--- src/gemm_host_pkg.sv ---
/*
 * GEMM host control package
 * Bus widths, the register address map, the ID word and the packed
 * structs shared by the Wishbone slave, the CSR block and the
 * performance counter block.
 */

`default_nettype none

package gemm_host_pkg;

  // Bus and counter widths
  localparam int WB_DATA_W  = 32;
  localparam int WB_ADDR_W  = 6;
  localparam int CNT_W      = 64;

  localparam logic [WB_DATA_W-1:0] GEMM_ID = 32'h4745_4D4D;

  // Word address map of the register block
  localparam logic [WB_ADDR_W-1:0] ADDR_CTL          = 6'h00;
  localparam logic [WB_ADDR_W-1:0] ADDR_ID           = 6'h01;
  localparam logic [WB_ADDR_W-1:0] ADDR_SRC_A_LO     = 6'h02;
  localparam logic [WB_ADDR_W-1:0] ADDR_SRC_A_HI     = 6'h03;
  localparam logic [WB_ADDR_W-1:0] ADDR_SRC_B_LO     = 6'h04;
  localparam logic [WB_ADDR_W-1:0] ADDR_SRC_B_HI     = 6'h05;
  localparam logic [WB_ADDR_W-1:0] ADDR_DST_C_LO     = 6'h06;
  localparam logic [WB_ADDR_W-1:0] ADDR_DST_C_HI     = 6'h07;
  localparam logic [WB_ADDR_W-1:0] ADDR_NUM_BLOCKS   = 6'h08;
  localparam logic [WB_ADDR_W-1:0] ADDR_NUM_PARTS_A  = 6'h09;
  localparam logic [WB_ADDR_W-1:0] ADDR_NUM_PARTS_B  = 6'h0A;
  localparam logic [WB_ADDR_W-1:0] ADDR_NUM_PARTS_C  = 6'h0B;
  localparam logic [WB_ADDR_W-1:0] ADDR_ROWS_X_BLOCK = 6'h0C;
  localparam logic [WB_ADDR_W-1:0] ADDR_COLS_X_BLOCK = 6'h0D;

  // Counter region: lo/hi word pairs, clocks first
  localparam logic [WB_ADDR_W-1:0] PERF_BASE = 6'h20;
  localparam int PERF_NUM   = 6;
  localparam int PERF_OFS_W = 5;
  localparam int PERF_IDX_W = $clog2(PERF_NUM);

  typedef struct packed {
    logic                 cyc;
    logic                 stb;
    logic                 we;
    logic [WB_ADDR_W-1:0] adr;
    logic [WB_DATA_W-1:0] dat;
  } wb_req_t;

  typedef struct packed {
    logic                 ack;
    logic [WB_DATA_W-1:0] dat;
  } wb_rsp_t;

  // One decoded access as seen by a register block
  typedef struct packed {
    logic                 we;
    logic [WB_ADDR_W-1:0] ofs;
    logic [WB_DATA_W-1:0] wdat;
  } reg_acc_t;

  typedef struct packed {
    logic [63:0] src_a;
    logic [63:0] src_b;
    logic [63:0] dst_c;
    logic [31:0] num_blocks;
    logic [31:0] num_parts_a;
    logic [31:0] num_parts_b;
    logic [31:0] num_parts_c;
    logic [31:0] rows_x_block;
    logic [31:0] cols_x_block;
  } gemm_cfg_t;

  // Per-cycle engine events
  typedef struct packed {
    logic rd_rsp;
    logic wr_rsp;
    logic rd_almfull;
    logic wr_almfull;
    logic pe_compute;
  } perf_evt_t;

endpackage

`default_nettype wire
--- src/gemm_host_top.sv ---
/*
 * GEMM host control top level
 * Wishbone slave in front of the configuration/control registers and
 * the performance counters of the matrix-multiply engine.
 */

`timescale 1ns/10ps
`default_nettype none

module gemm_host_top (
  input  logic                     clk,
  input  logic                     i_rst_n,
  input  gemm_host_pkg::wb_req_t   i_wb,
  output gemm_host_pkg::wb_rsp_t   o_wb,
  input  gemm_host_pkg::perf_evt_t i_evt,
  input  logic                     i_test_cmp,
  output gemm_host_pkg::gemm_cfg_t o_cfg,
  output logic                     o_go
);

  import gemm_host_pkg::*;

  reg_acc_t              csr_acc;
  logic [WB_DATA_W-1:0]  csr_rdata;
  logic [PERF_OFS_W-1:0] perf_offset;
  logic [WB_DATA_W-1:0]  perf_rdata;
  logic                  running;

  gemm_wb_slave u_wb_slave (
    .clk           (clk),
    .i_rst_n       (i_rst_n),
    .i_wb          (i_wb),
    .o_wb          (o_wb),
    .o_csr_acc     (csr_acc),
    .i_csr_rdata   (csr_rdata),
    .o_perf_offset (perf_offset),
    .i_perf_rdata  (perf_rdata)
  );

  gemm_csr u_csr (
    .clk        (clk),
    .i_rst_n    (i_rst_n),
    .i_acc      (csr_acc),
    .o_rdata    (csr_rdata),
    .i_test_cmp (i_test_cmp),
    .o_cfg      (o_cfg),
    .o_go       (o_go),
    .o_running  (running)
  );

  // Counters see the same go pulse that leaves for the engine
  gemm_perf u_perf (
    .clk       (clk),
    .i_rst_n   (i_rst_n),
    .i_go      (o_go),
    .i_running (running),
    .i_evt     (i_evt),
    .i_offset  (perf_offset),
    .o_rdata   (perf_rdata)
  );

endmodule

`default_nettype wire

--- src/gemm_wb_slave.sv ---
/*
 * Wishbone classic slave for the GEMM host block
 * Single-cycle acknowledge, address split into register and counter
 * regions, and a registered read word taken from the addressed region.
 */

`timescale 1ns/10ps
`default_nettype none

module gemm_wb_slave (
  input  logic                                 clk,
  input  logic                                 i_rst_n,
  input  gemm_host_pkg::wb_req_t               i_wb,
  output gemm_host_pkg::wb_rsp_t               o_wb,
  output gemm_host_pkg::reg_acc_t              o_csr_acc,
  input  logic [gemm_host_pkg::WB_DATA_W-1:0]  i_csr_rdata,
  output logic [gemm_host_pkg::PERF_OFS_W-1:0] o_perf_offset,
  input  logic [gemm_host_pkg::WB_DATA_W-1:0]  i_perf_rdata
);

  import gemm_host_pkg::*;

  logic                 ack_q;
  logic [WB_DATA_W-1:0] rdata_q;
  logic                 req_new;
  logic                 perf_sel;

  // A request not yet acknowledged
  assign req_new  = i_wb.cyc && i_wb.stb && !ack_q;
  assign perf_sel = (i_wb.adr >= PERF_BASE);

  always_comb
  begin
    o_csr_acc.we   = req_new && i_wb.we && !perf_sel;
    o_csr_acc.ofs  = i_wb.adr;
    o_csr_acc.wdat = i_wb.dat;
  end

  assign o_perf_offset = PERF_OFS_W'(i_wb.adr - PERF_BASE);

  always_ff @(posedge clk)
  begin
    if (!i_rst_n)
      ack_q <= 1'b0;
    else
      ack_q <= req_new;
  end

  // Read word captured at the edge that raises ack
  always_ff @(posedge clk)
  begin
    if (req_new && !i_wb.we)
      rdata_q <= perf_sel ? i_perf_rdata : i_csr_rdata;
  end

  assign o_wb.ack = ack_q;
  assign o_wb.dat = rdata_q;

endmodule

`default_nettype wire

--- src/gemm_perf.sv ---
/*
 * GEMM performance counters
 * Six 64-bit counters (clocks and five engine events), cleared by go
 * and advanced only while a job runs. Read as lo/hi word pairs.
 */

`timescale 1ns/10ps
`default_nettype none

module gemm_perf (
  input  logic                                 clk,
  input  logic                                 i_rst_n,
  input  logic                                 i_go,
  input  logic                                 i_running,
  input  gemm_host_pkg::perf_evt_t             i_evt,
  input  logic [gemm_host_pkg::PERF_OFS_W-1:0] i_offset,
  output logic [gemm_host_pkg::WB_DATA_W-1:0]  o_rdata
);

  import gemm_host_pkg::*;

  logic [CNT_W-1:0]        cnt_q [PERF_NUM];
  logic [PERF_NUM-1:0]     inc;
  logic [PERF_OFS_W-2:0]   idx;
  logic [CNT_W-1:0]        sel_cnt;

  // Bit order follows the address map, clock counter in bit 0
  assign inc = {i_evt.pe_compute,
                i_evt.wr_almfull,
                i_evt.rd_almfull,
                i_evt.wr_rsp,
                i_evt.rd_rsp,
                1'b1};

  always_ff @(posedge clk)
  begin
    if (!i_rst_n || i_go)
    begin
      for (int i = 0; i < PERF_NUM; i++)
      begin
        cnt_q[i] <= '0;
      end
    end
    else if (i_running)
    begin
      for (int i = 0; i < PERF_NUM; i++)
      begin
        cnt_q[i] <= cnt_q[i] + CNT_W'(inc[i]);
      end
    end
  end

  // Word pair index, then pick the half
  assign idx = i_offset[PERF_OFS_W-1:1];

  always_comb
  begin
    sel_cnt = '0;
    if (int'(idx) < PERF_NUM)
    begin
      sel_cnt = cnt_q[idx[PERF_IDX_W-1:0]];
    end
    o_rdata = i_offset[0] ? sel_cnt[CNT_W-1:WB_DATA_W] : sel_cnt[WB_DATA_W-1:0];
  end

endmodule

`default_nettype wire

--- src/gemm_csr.sv ---
/*
 * GEMM configuration and control registers
 * Holds the job addresses and counts, returns them with the ID word,
 * and runs the go / running / complete sequence that a control write
 * starts and the engine completion ends.
 */

`timescale 1ns/10ps
`default_nettype none

module gemm_csr (
  input  logic                                clk,
  input  logic                                i_rst_n,
  input  gemm_host_pkg::reg_acc_t             i_acc,
  output logic [gemm_host_pkg::WB_DATA_W-1:0] o_rdata,
  input  logic                                i_test_cmp,
  output gemm_host_pkg::gemm_cfg_t            o_cfg,
  output logic                                o_go,
  output logic                                o_running
);

  import gemm_host_pkg::*;

  gemm_cfg_t cfg_q;
  logic      go_q;
  logic      running_q;
  logic      complete_q;
  logic      go_wr;

  // Go is honoured only while idle
  assign go_wr = i_acc.we && (i_acc.ofs == ADDR_CTL) && i_acc.wdat[0] && !running_q;

  always_ff @(posedge clk)
  begin
    if (!i_rst_n)
    begin
      cfg_q <= '0;
    end
    else if (i_acc.we)
    begin
      case (i_acc.ofs)
        ADDR_SRC_A_LO:     cfg_q.src_a[31:0]  <= i_acc.wdat;
        ADDR_SRC_A_HI:     cfg_q.src_a[63:32] <= i_acc.wdat;
        ADDR_SRC_B_LO:     cfg_q.src_b[31:0]  <= i_acc.wdat;
        ADDR_SRC_B_HI:     cfg_q.src_b[63:32] <= i_acc.wdat;
        ADDR_DST_C_LO:     cfg_q.dst_c[31:0]  <= i_acc.wdat;
        ADDR_DST_C_HI:     cfg_q.dst_c[63:32] <= i_acc.wdat;
        ADDR_NUM_BLOCKS:   cfg_q.num_blocks   <= i_acc.wdat;
        ADDR_NUM_PARTS_A:  cfg_q.num_parts_a  <= i_acc.wdat;
        ADDR_NUM_PARTS_B:  cfg_q.num_parts_b  <= i_acc.wdat;
        ADDR_NUM_PARTS_C:  cfg_q.num_parts_c  <= i_acc.wdat;
        ADDR_ROWS_X_BLOCK: cfg_q.rows_x_block <= i_acc.wdat;
        ADDR_COLS_X_BLOCK: cfg_q.cols_x_block <= i_acc.wdat;
        default:           cfg_q              <= cfg_q;
      endcase
    end
  end

  // Job state: go starts it, engine completion ends it
  always_ff @(posedge clk)
  begin
    if (!i_rst_n)
    begin
      go_q       <= 1'b0;
      running_q  <= 1'b0;
      complete_q <= 1'b0;
    end
    else
    begin
      go_q <= go_wr;
      if (go_wr)
      begin
        running_q  <= 1'b1;
        complete_q <= 1'b0;
      end
      else if (running_q && i_test_cmp)
      begin
        running_q  <= 1'b0;
        complete_q <= 1'b1;
      end
    end
  end

  // Read-back for the offset currently on the bus
  always_comb
  begin
    o_rdata = '0;
    case (i_acc.ofs)
      ADDR_CTL:          o_rdata = {{(WB_DATA_W-2){1'b0}}, complete_q, running_q};
      ADDR_ID:           o_rdata = GEMM_ID;
      ADDR_SRC_A_LO:     o_rdata = cfg_q.src_a[31:0];
      ADDR_SRC_A_HI:     o_rdata = cfg_q.src_a[63:32];
      ADDR_SRC_B_LO:     o_rdata = cfg_q.src_b[31:0];
      ADDR_SRC_B_HI:     o_rdata = cfg_q.src_b[63:32];
      ADDR_DST_C_LO:     o_rdata = cfg_q.dst_c[31:0];
      ADDR_DST_C_HI:     o_rdata = cfg_q.dst_c[63:32];
      ADDR_NUM_BLOCKS:   o_rdata = cfg_q.num_blocks;
      ADDR_NUM_PARTS_A:  o_rdata = cfg_q.num_parts_a;
      ADDR_NUM_PARTS_B:  o_rdata = cfg_q.num_parts_b;
      ADDR_NUM_PARTS_C:  o_rdata = cfg_q.num_parts_c;
      ADDR_ROWS_X_BLOCK: o_rdata = cfg_q.rows_x_block;
      ADDR_COLS_X_BLOCK: o_rdata = cfg_q.cols_x_block;
      default:           o_rdata = '0;
    endcase
  end

  assign o_cfg     = cfg_q;
  assign o_go      = go_q;
  assign o_running = running_q;

endmodule

`default_nettype wire

--- config.mk ---
export PLATFORM = sky130hd
export DESIGN_NAME = gemm_host_top
export DESIGN_NICKNAME = d
export VERILOG_FILES = /design/src/gemm_host_pkg.sv /design/src/gemm_host_top.sv /design/src/gemm_wb_slave.sv /design/src/gemm_perf.sv /design/src/gemm_csr.sv
export SDC_FILE = /design/constraint.sdc
export NUM_CORES = 2
export LEC_CHECK = 0
export BUFFER_PORTS_ARGS = -buffer_cell sky130_fd_sc_hd__buf_2
export CAP_MARGIN = 10
export CORE_UTILIZATION = 40
export CTS_BUF_LIST = sky130_fd_sc_hd__clkbuf_4
export CTS_CLUSTER_SIZE = 25
export DETAILED_ROUTE_END_ITERATION = 10
export PLACE_DENSITY = 0.58
export SYNTH_ARGS = -nofsm -noshare
export SYNTH_HDL_FRONTEND = slang
export SYNTH_HIERARCHICAL = 1
export SYNTH_SLANG_ARGS = --single-unit
--- constraint.sdc ---
create_clock -name clk -period 9.4 [get_ports clk]
set_input_delay 0.47 -clock clk [delete_from_list [all_inputs] [get_ports clk]]
set_output_delay 0.47 -clock clk [all_outputs]
set_load 0.05 [all_outputs]
==> impl_metrics.ini <==
[route]
drtPass1Iterations = 10
via_per_inst = 5.99
wl_per_cell_um = 26.1
totalWireLength_mm = 179
vias = 41200
drc = 0
drt_iter0_markers = 5905
detail-route-antenna-nets = 0

[critical_path]
path_delay_family = simple AND/OR/NAND/NOR gates
crit_chain = nand3_1, nor4_1, nand4_1, or4_1, mux2i_1
cp_num_buf_inv = 0
path_depth = 5
cp_data_required_time_ps = 10280
r2r_end = u_perf/cnt_q[1][63]
crit_type = reg -> reg
timing.rr.start = u_perf/cnt_q[1][17]
reg2regPathDepth = 5
arrival_ps = 4320
startpoint = u_perf/cnt_q[1][17]
cpMaxStageDelayCell = or4_1
cp-end-kind = flip-flop
rrSetupSlack_ps = 5960
cp_max_fo = 15
slowest_delay_ps = 790
endpoint = u_perf/cnt_q[1][63]
startpoint_type = flip-flop

[clock_network]
postCtsHoldBufs = 44
clock-sinks = 804
cts_buffers = 220
cts_tree = built
ctsHtreeMaxLevel = 4
post_cts_buffers = 0
clk_pin_slew_ps = 70
cts_resized = 0
clockRootBuffer = clkbuf_4
clock_path_buffers = 3
clock_latency_ps = 1200

[floorplan]
die_height_um = 336
die_w_um = 336
start_util_pct = 40.4
num_io_pins = 467
row_count = 122
die_area_mm2 = 0.113
core_mm2 = 0.111

[power]
power.share.sequential_pct = 50.6
switching_share_pct = 27.0
intPower_mw = 5.57
combinationalPowerShare_pct = 6.6
p_leak_nw = 17.7
pwr-share-clk_pct = 42.8
p_sw_mw = 2.06
ir_drop_mv = 0.101
p_total_mw = 7.62
power_per_cell_area_mw_per_mm2 = 150

[global_route]
grt_pass1_wl_mm = 257
track_usage_pct = 30.7
grt_antenna_before_repair = 8
grt_max_degree = 258
overflow = 0
grt_pass1_vias = 37400

[timing]
hold_viol = 0
finalMaxSlewViolations = 0
setup_violations = 0
clock_skew_ps = 117
fin_crit_ps = 3440
period_share_pct = 36.6
rsz0062_at_grt = false
worstMarginPinSlew_ps = 1240
maxSlewHeadroom_pct = 17.5
clock.fmax_mhz = 291
tns_ps = 0

[layout]
drive_above_1_share_pct = 20.7
fin_area_mm2 = 0.0508
fin_cells = 6879
finish.utilization_pct = 45.9
syn_to_final_growth_pct = 13.8
nets = 5283

[logic_synthesis]
synthXorXnorAreaFrac_pct = 4.14
synth_edf_count = 416
ys_seq_area_share_pct = 45.3
synth.most_common_cell = nand2_1
synth_top_family_by_area = simple AND/OR/NAND/NOR gates
synth_largest_area_cell = edfxtp_1
avgSynthCellArea_um2 = 9.29
synth_seq_cells = 804
postSynthCellCount = 4811
synthFlopType = edfxtp_1
synth_nets = 4872
synth_area_leaders = edfxtp_1 (28%), dfxtp_1 (17%), nand2_1 (8.0%)
synthMuxAreaShare_pct = 8.04
synth-warning-count = 6
syn_area_mm2 = 0.0447
yosys.area_share.adder_pct = 0.336
synth_cell_type_count = 84
async_reset_ff_share_pct = 0
synth_compound_area_share_pct = 14.0
ys_top_cells_by_count = nand2_1 (953), edfxtp_1 (416), nor2_1 (389)
synthSimpleGateAreaFrac_pct = 23.5
synth_top_cell_area_share_pct = 28.0

[worst_hold_path]
hold_start = i_wb[37]
hold_class = in -> reg

[job]
maxCapViolCount = 0

[placed_design]
dp_hpwl_mm = 125
dp_cells = 6444
gp_congestion = 0.935
postPlaceCellArea_mm2 = 0.0475
port_buffers = 466

[run_status]
status = finished, final reports clean
-- per-stage QoR --
step	hold WS (ps)	setup WS, ps
after global routing	117	5900
after global placement	451	5440
final	181	5960
after detailed placement	458	5430
after floorplan	490	3050
after CTS	82.1	6090
-- routing by layer --
layer | vias to the layer above | track usage (%) | routed length [um]
met3 | 425 | 7.25 | 20200
met4 | 8 | 15.2 | 9030
met5 | - | 0.851 | 158
met2 | 2513 | 44.0 | 76900
met1 | 19900 | 43.0 | 73000
li1 | 18300 | - | -
-- worst reg2reg max path, stage by stage (launching register included) --
cell and delay (ps):
edfxtp_1 520, nand3_1 190, nor4_1 760, nand4_1 780
or4_1 800, mux2i_1 140
-- registers in the layout (all words and copies together) (netlist names) --
name,count
u_csr/o_running,1
u_csr/o_go,1
u_csr/o_cfg,384
u_csr/complete_q,1
u_wb_slave/rdata_q,32
u_wb_slave/ack_q,1
u_perf/cnt_q,384
-- worst min-delay path by stage --
stage | end | slack (ps) | cells past startpoint
2_1_floorplan | u_csr/complete_q | 490 | 2
3_3_place_gp | u_csr/o_cfg[252] | 450 | 2
3_5_place_dp | u_csr/o_cfg[211] | 460 | 2
4_1_cts | u_wb_slave/rdata_q[4] | 80 | 3
5_1_grt | u_wb_slave/rdata_q[7] | 120 | 3
6_report | u_wb_slave/rdata_q[4] | 180 | 3
-- layout by cell type, fill, tap and decap left out, drive strengths merged, types with 5 or more instances in the layout --
| cell type | instances |
|---|---|
| a22oi | 39 |
| edfxtp | 416 |
| nor2b | 6 |
| or3 | 123 |
| a211oi | 34 |
| a22o | 6 |
| nand3 | 178 |
| nor2 | 396 |
| clkbuf | 338 |
| inv | 50 |
| nor3 | 52 |
| o21ai | 127 |
| ha | 12 |
| and4 | 33 |
| clkinv | 40 |
| mux2i | 100 |
| and3 | 59 |
| a222oi | 16 |
| xor2 | 117 |
| nor4 | 77 |
| mux2 | 42 |
| xnor2 | 94 |
| or2 | 9 |
| buf | 528 |
| and2 | 37 |
| o211ai | 5 |
| a21boi | 384 |
| mux4 | 89 |
| a21oi | 241 |
| a221oi | 19 |
| dfxtp | 388 |
| or4 | 44 |
| nand4 | 184 |
| nand2b | 8 |
| o31ai | 29 |
| nand2 | 974 |
| dlygate4sd3 | 44 |
-- power by group through the flow --
stage	sequential (mW)	clock, mW	combinational (mW)
6_report	3.86	3.27	0.500
3_3_place_gp	3.93	0	0.475
4_1_cts	3.85	3.33	0.492
3_5_place_dp	3.93	0	0.477
2_1_floorplan	3.91	0	0.325
5_1_grt	3.86	3.51	0.521
-- kinds of logic after synthesis --
family / Yosys count
fa+ha+maj: 12
compound gates: 926
simple gates: 2202
flops: 804
mux: 231
buf+inv: 425
xor+xnor: 211
-- area by class of cell --
| cell class | instances | area (um2) |
|---|---|---|
| Antenna cell | 4 | 10.0 |
| Clock buffer | 338 | 2540 |
| Clock inverter | 49 | 300 |
| Fill cell | 10800 | 59800 |
| Inverter | 42 | 158 |
| Multi-Input combinational cell | 3582 | 22400 |
| Sequential cell | 804 | 20300 |
| Tap cell | 1488 | 1860 |
| Timing Repair Buffer | 572 | 3330 |
No activity file was read; power rests on OpenSTA's default activity.
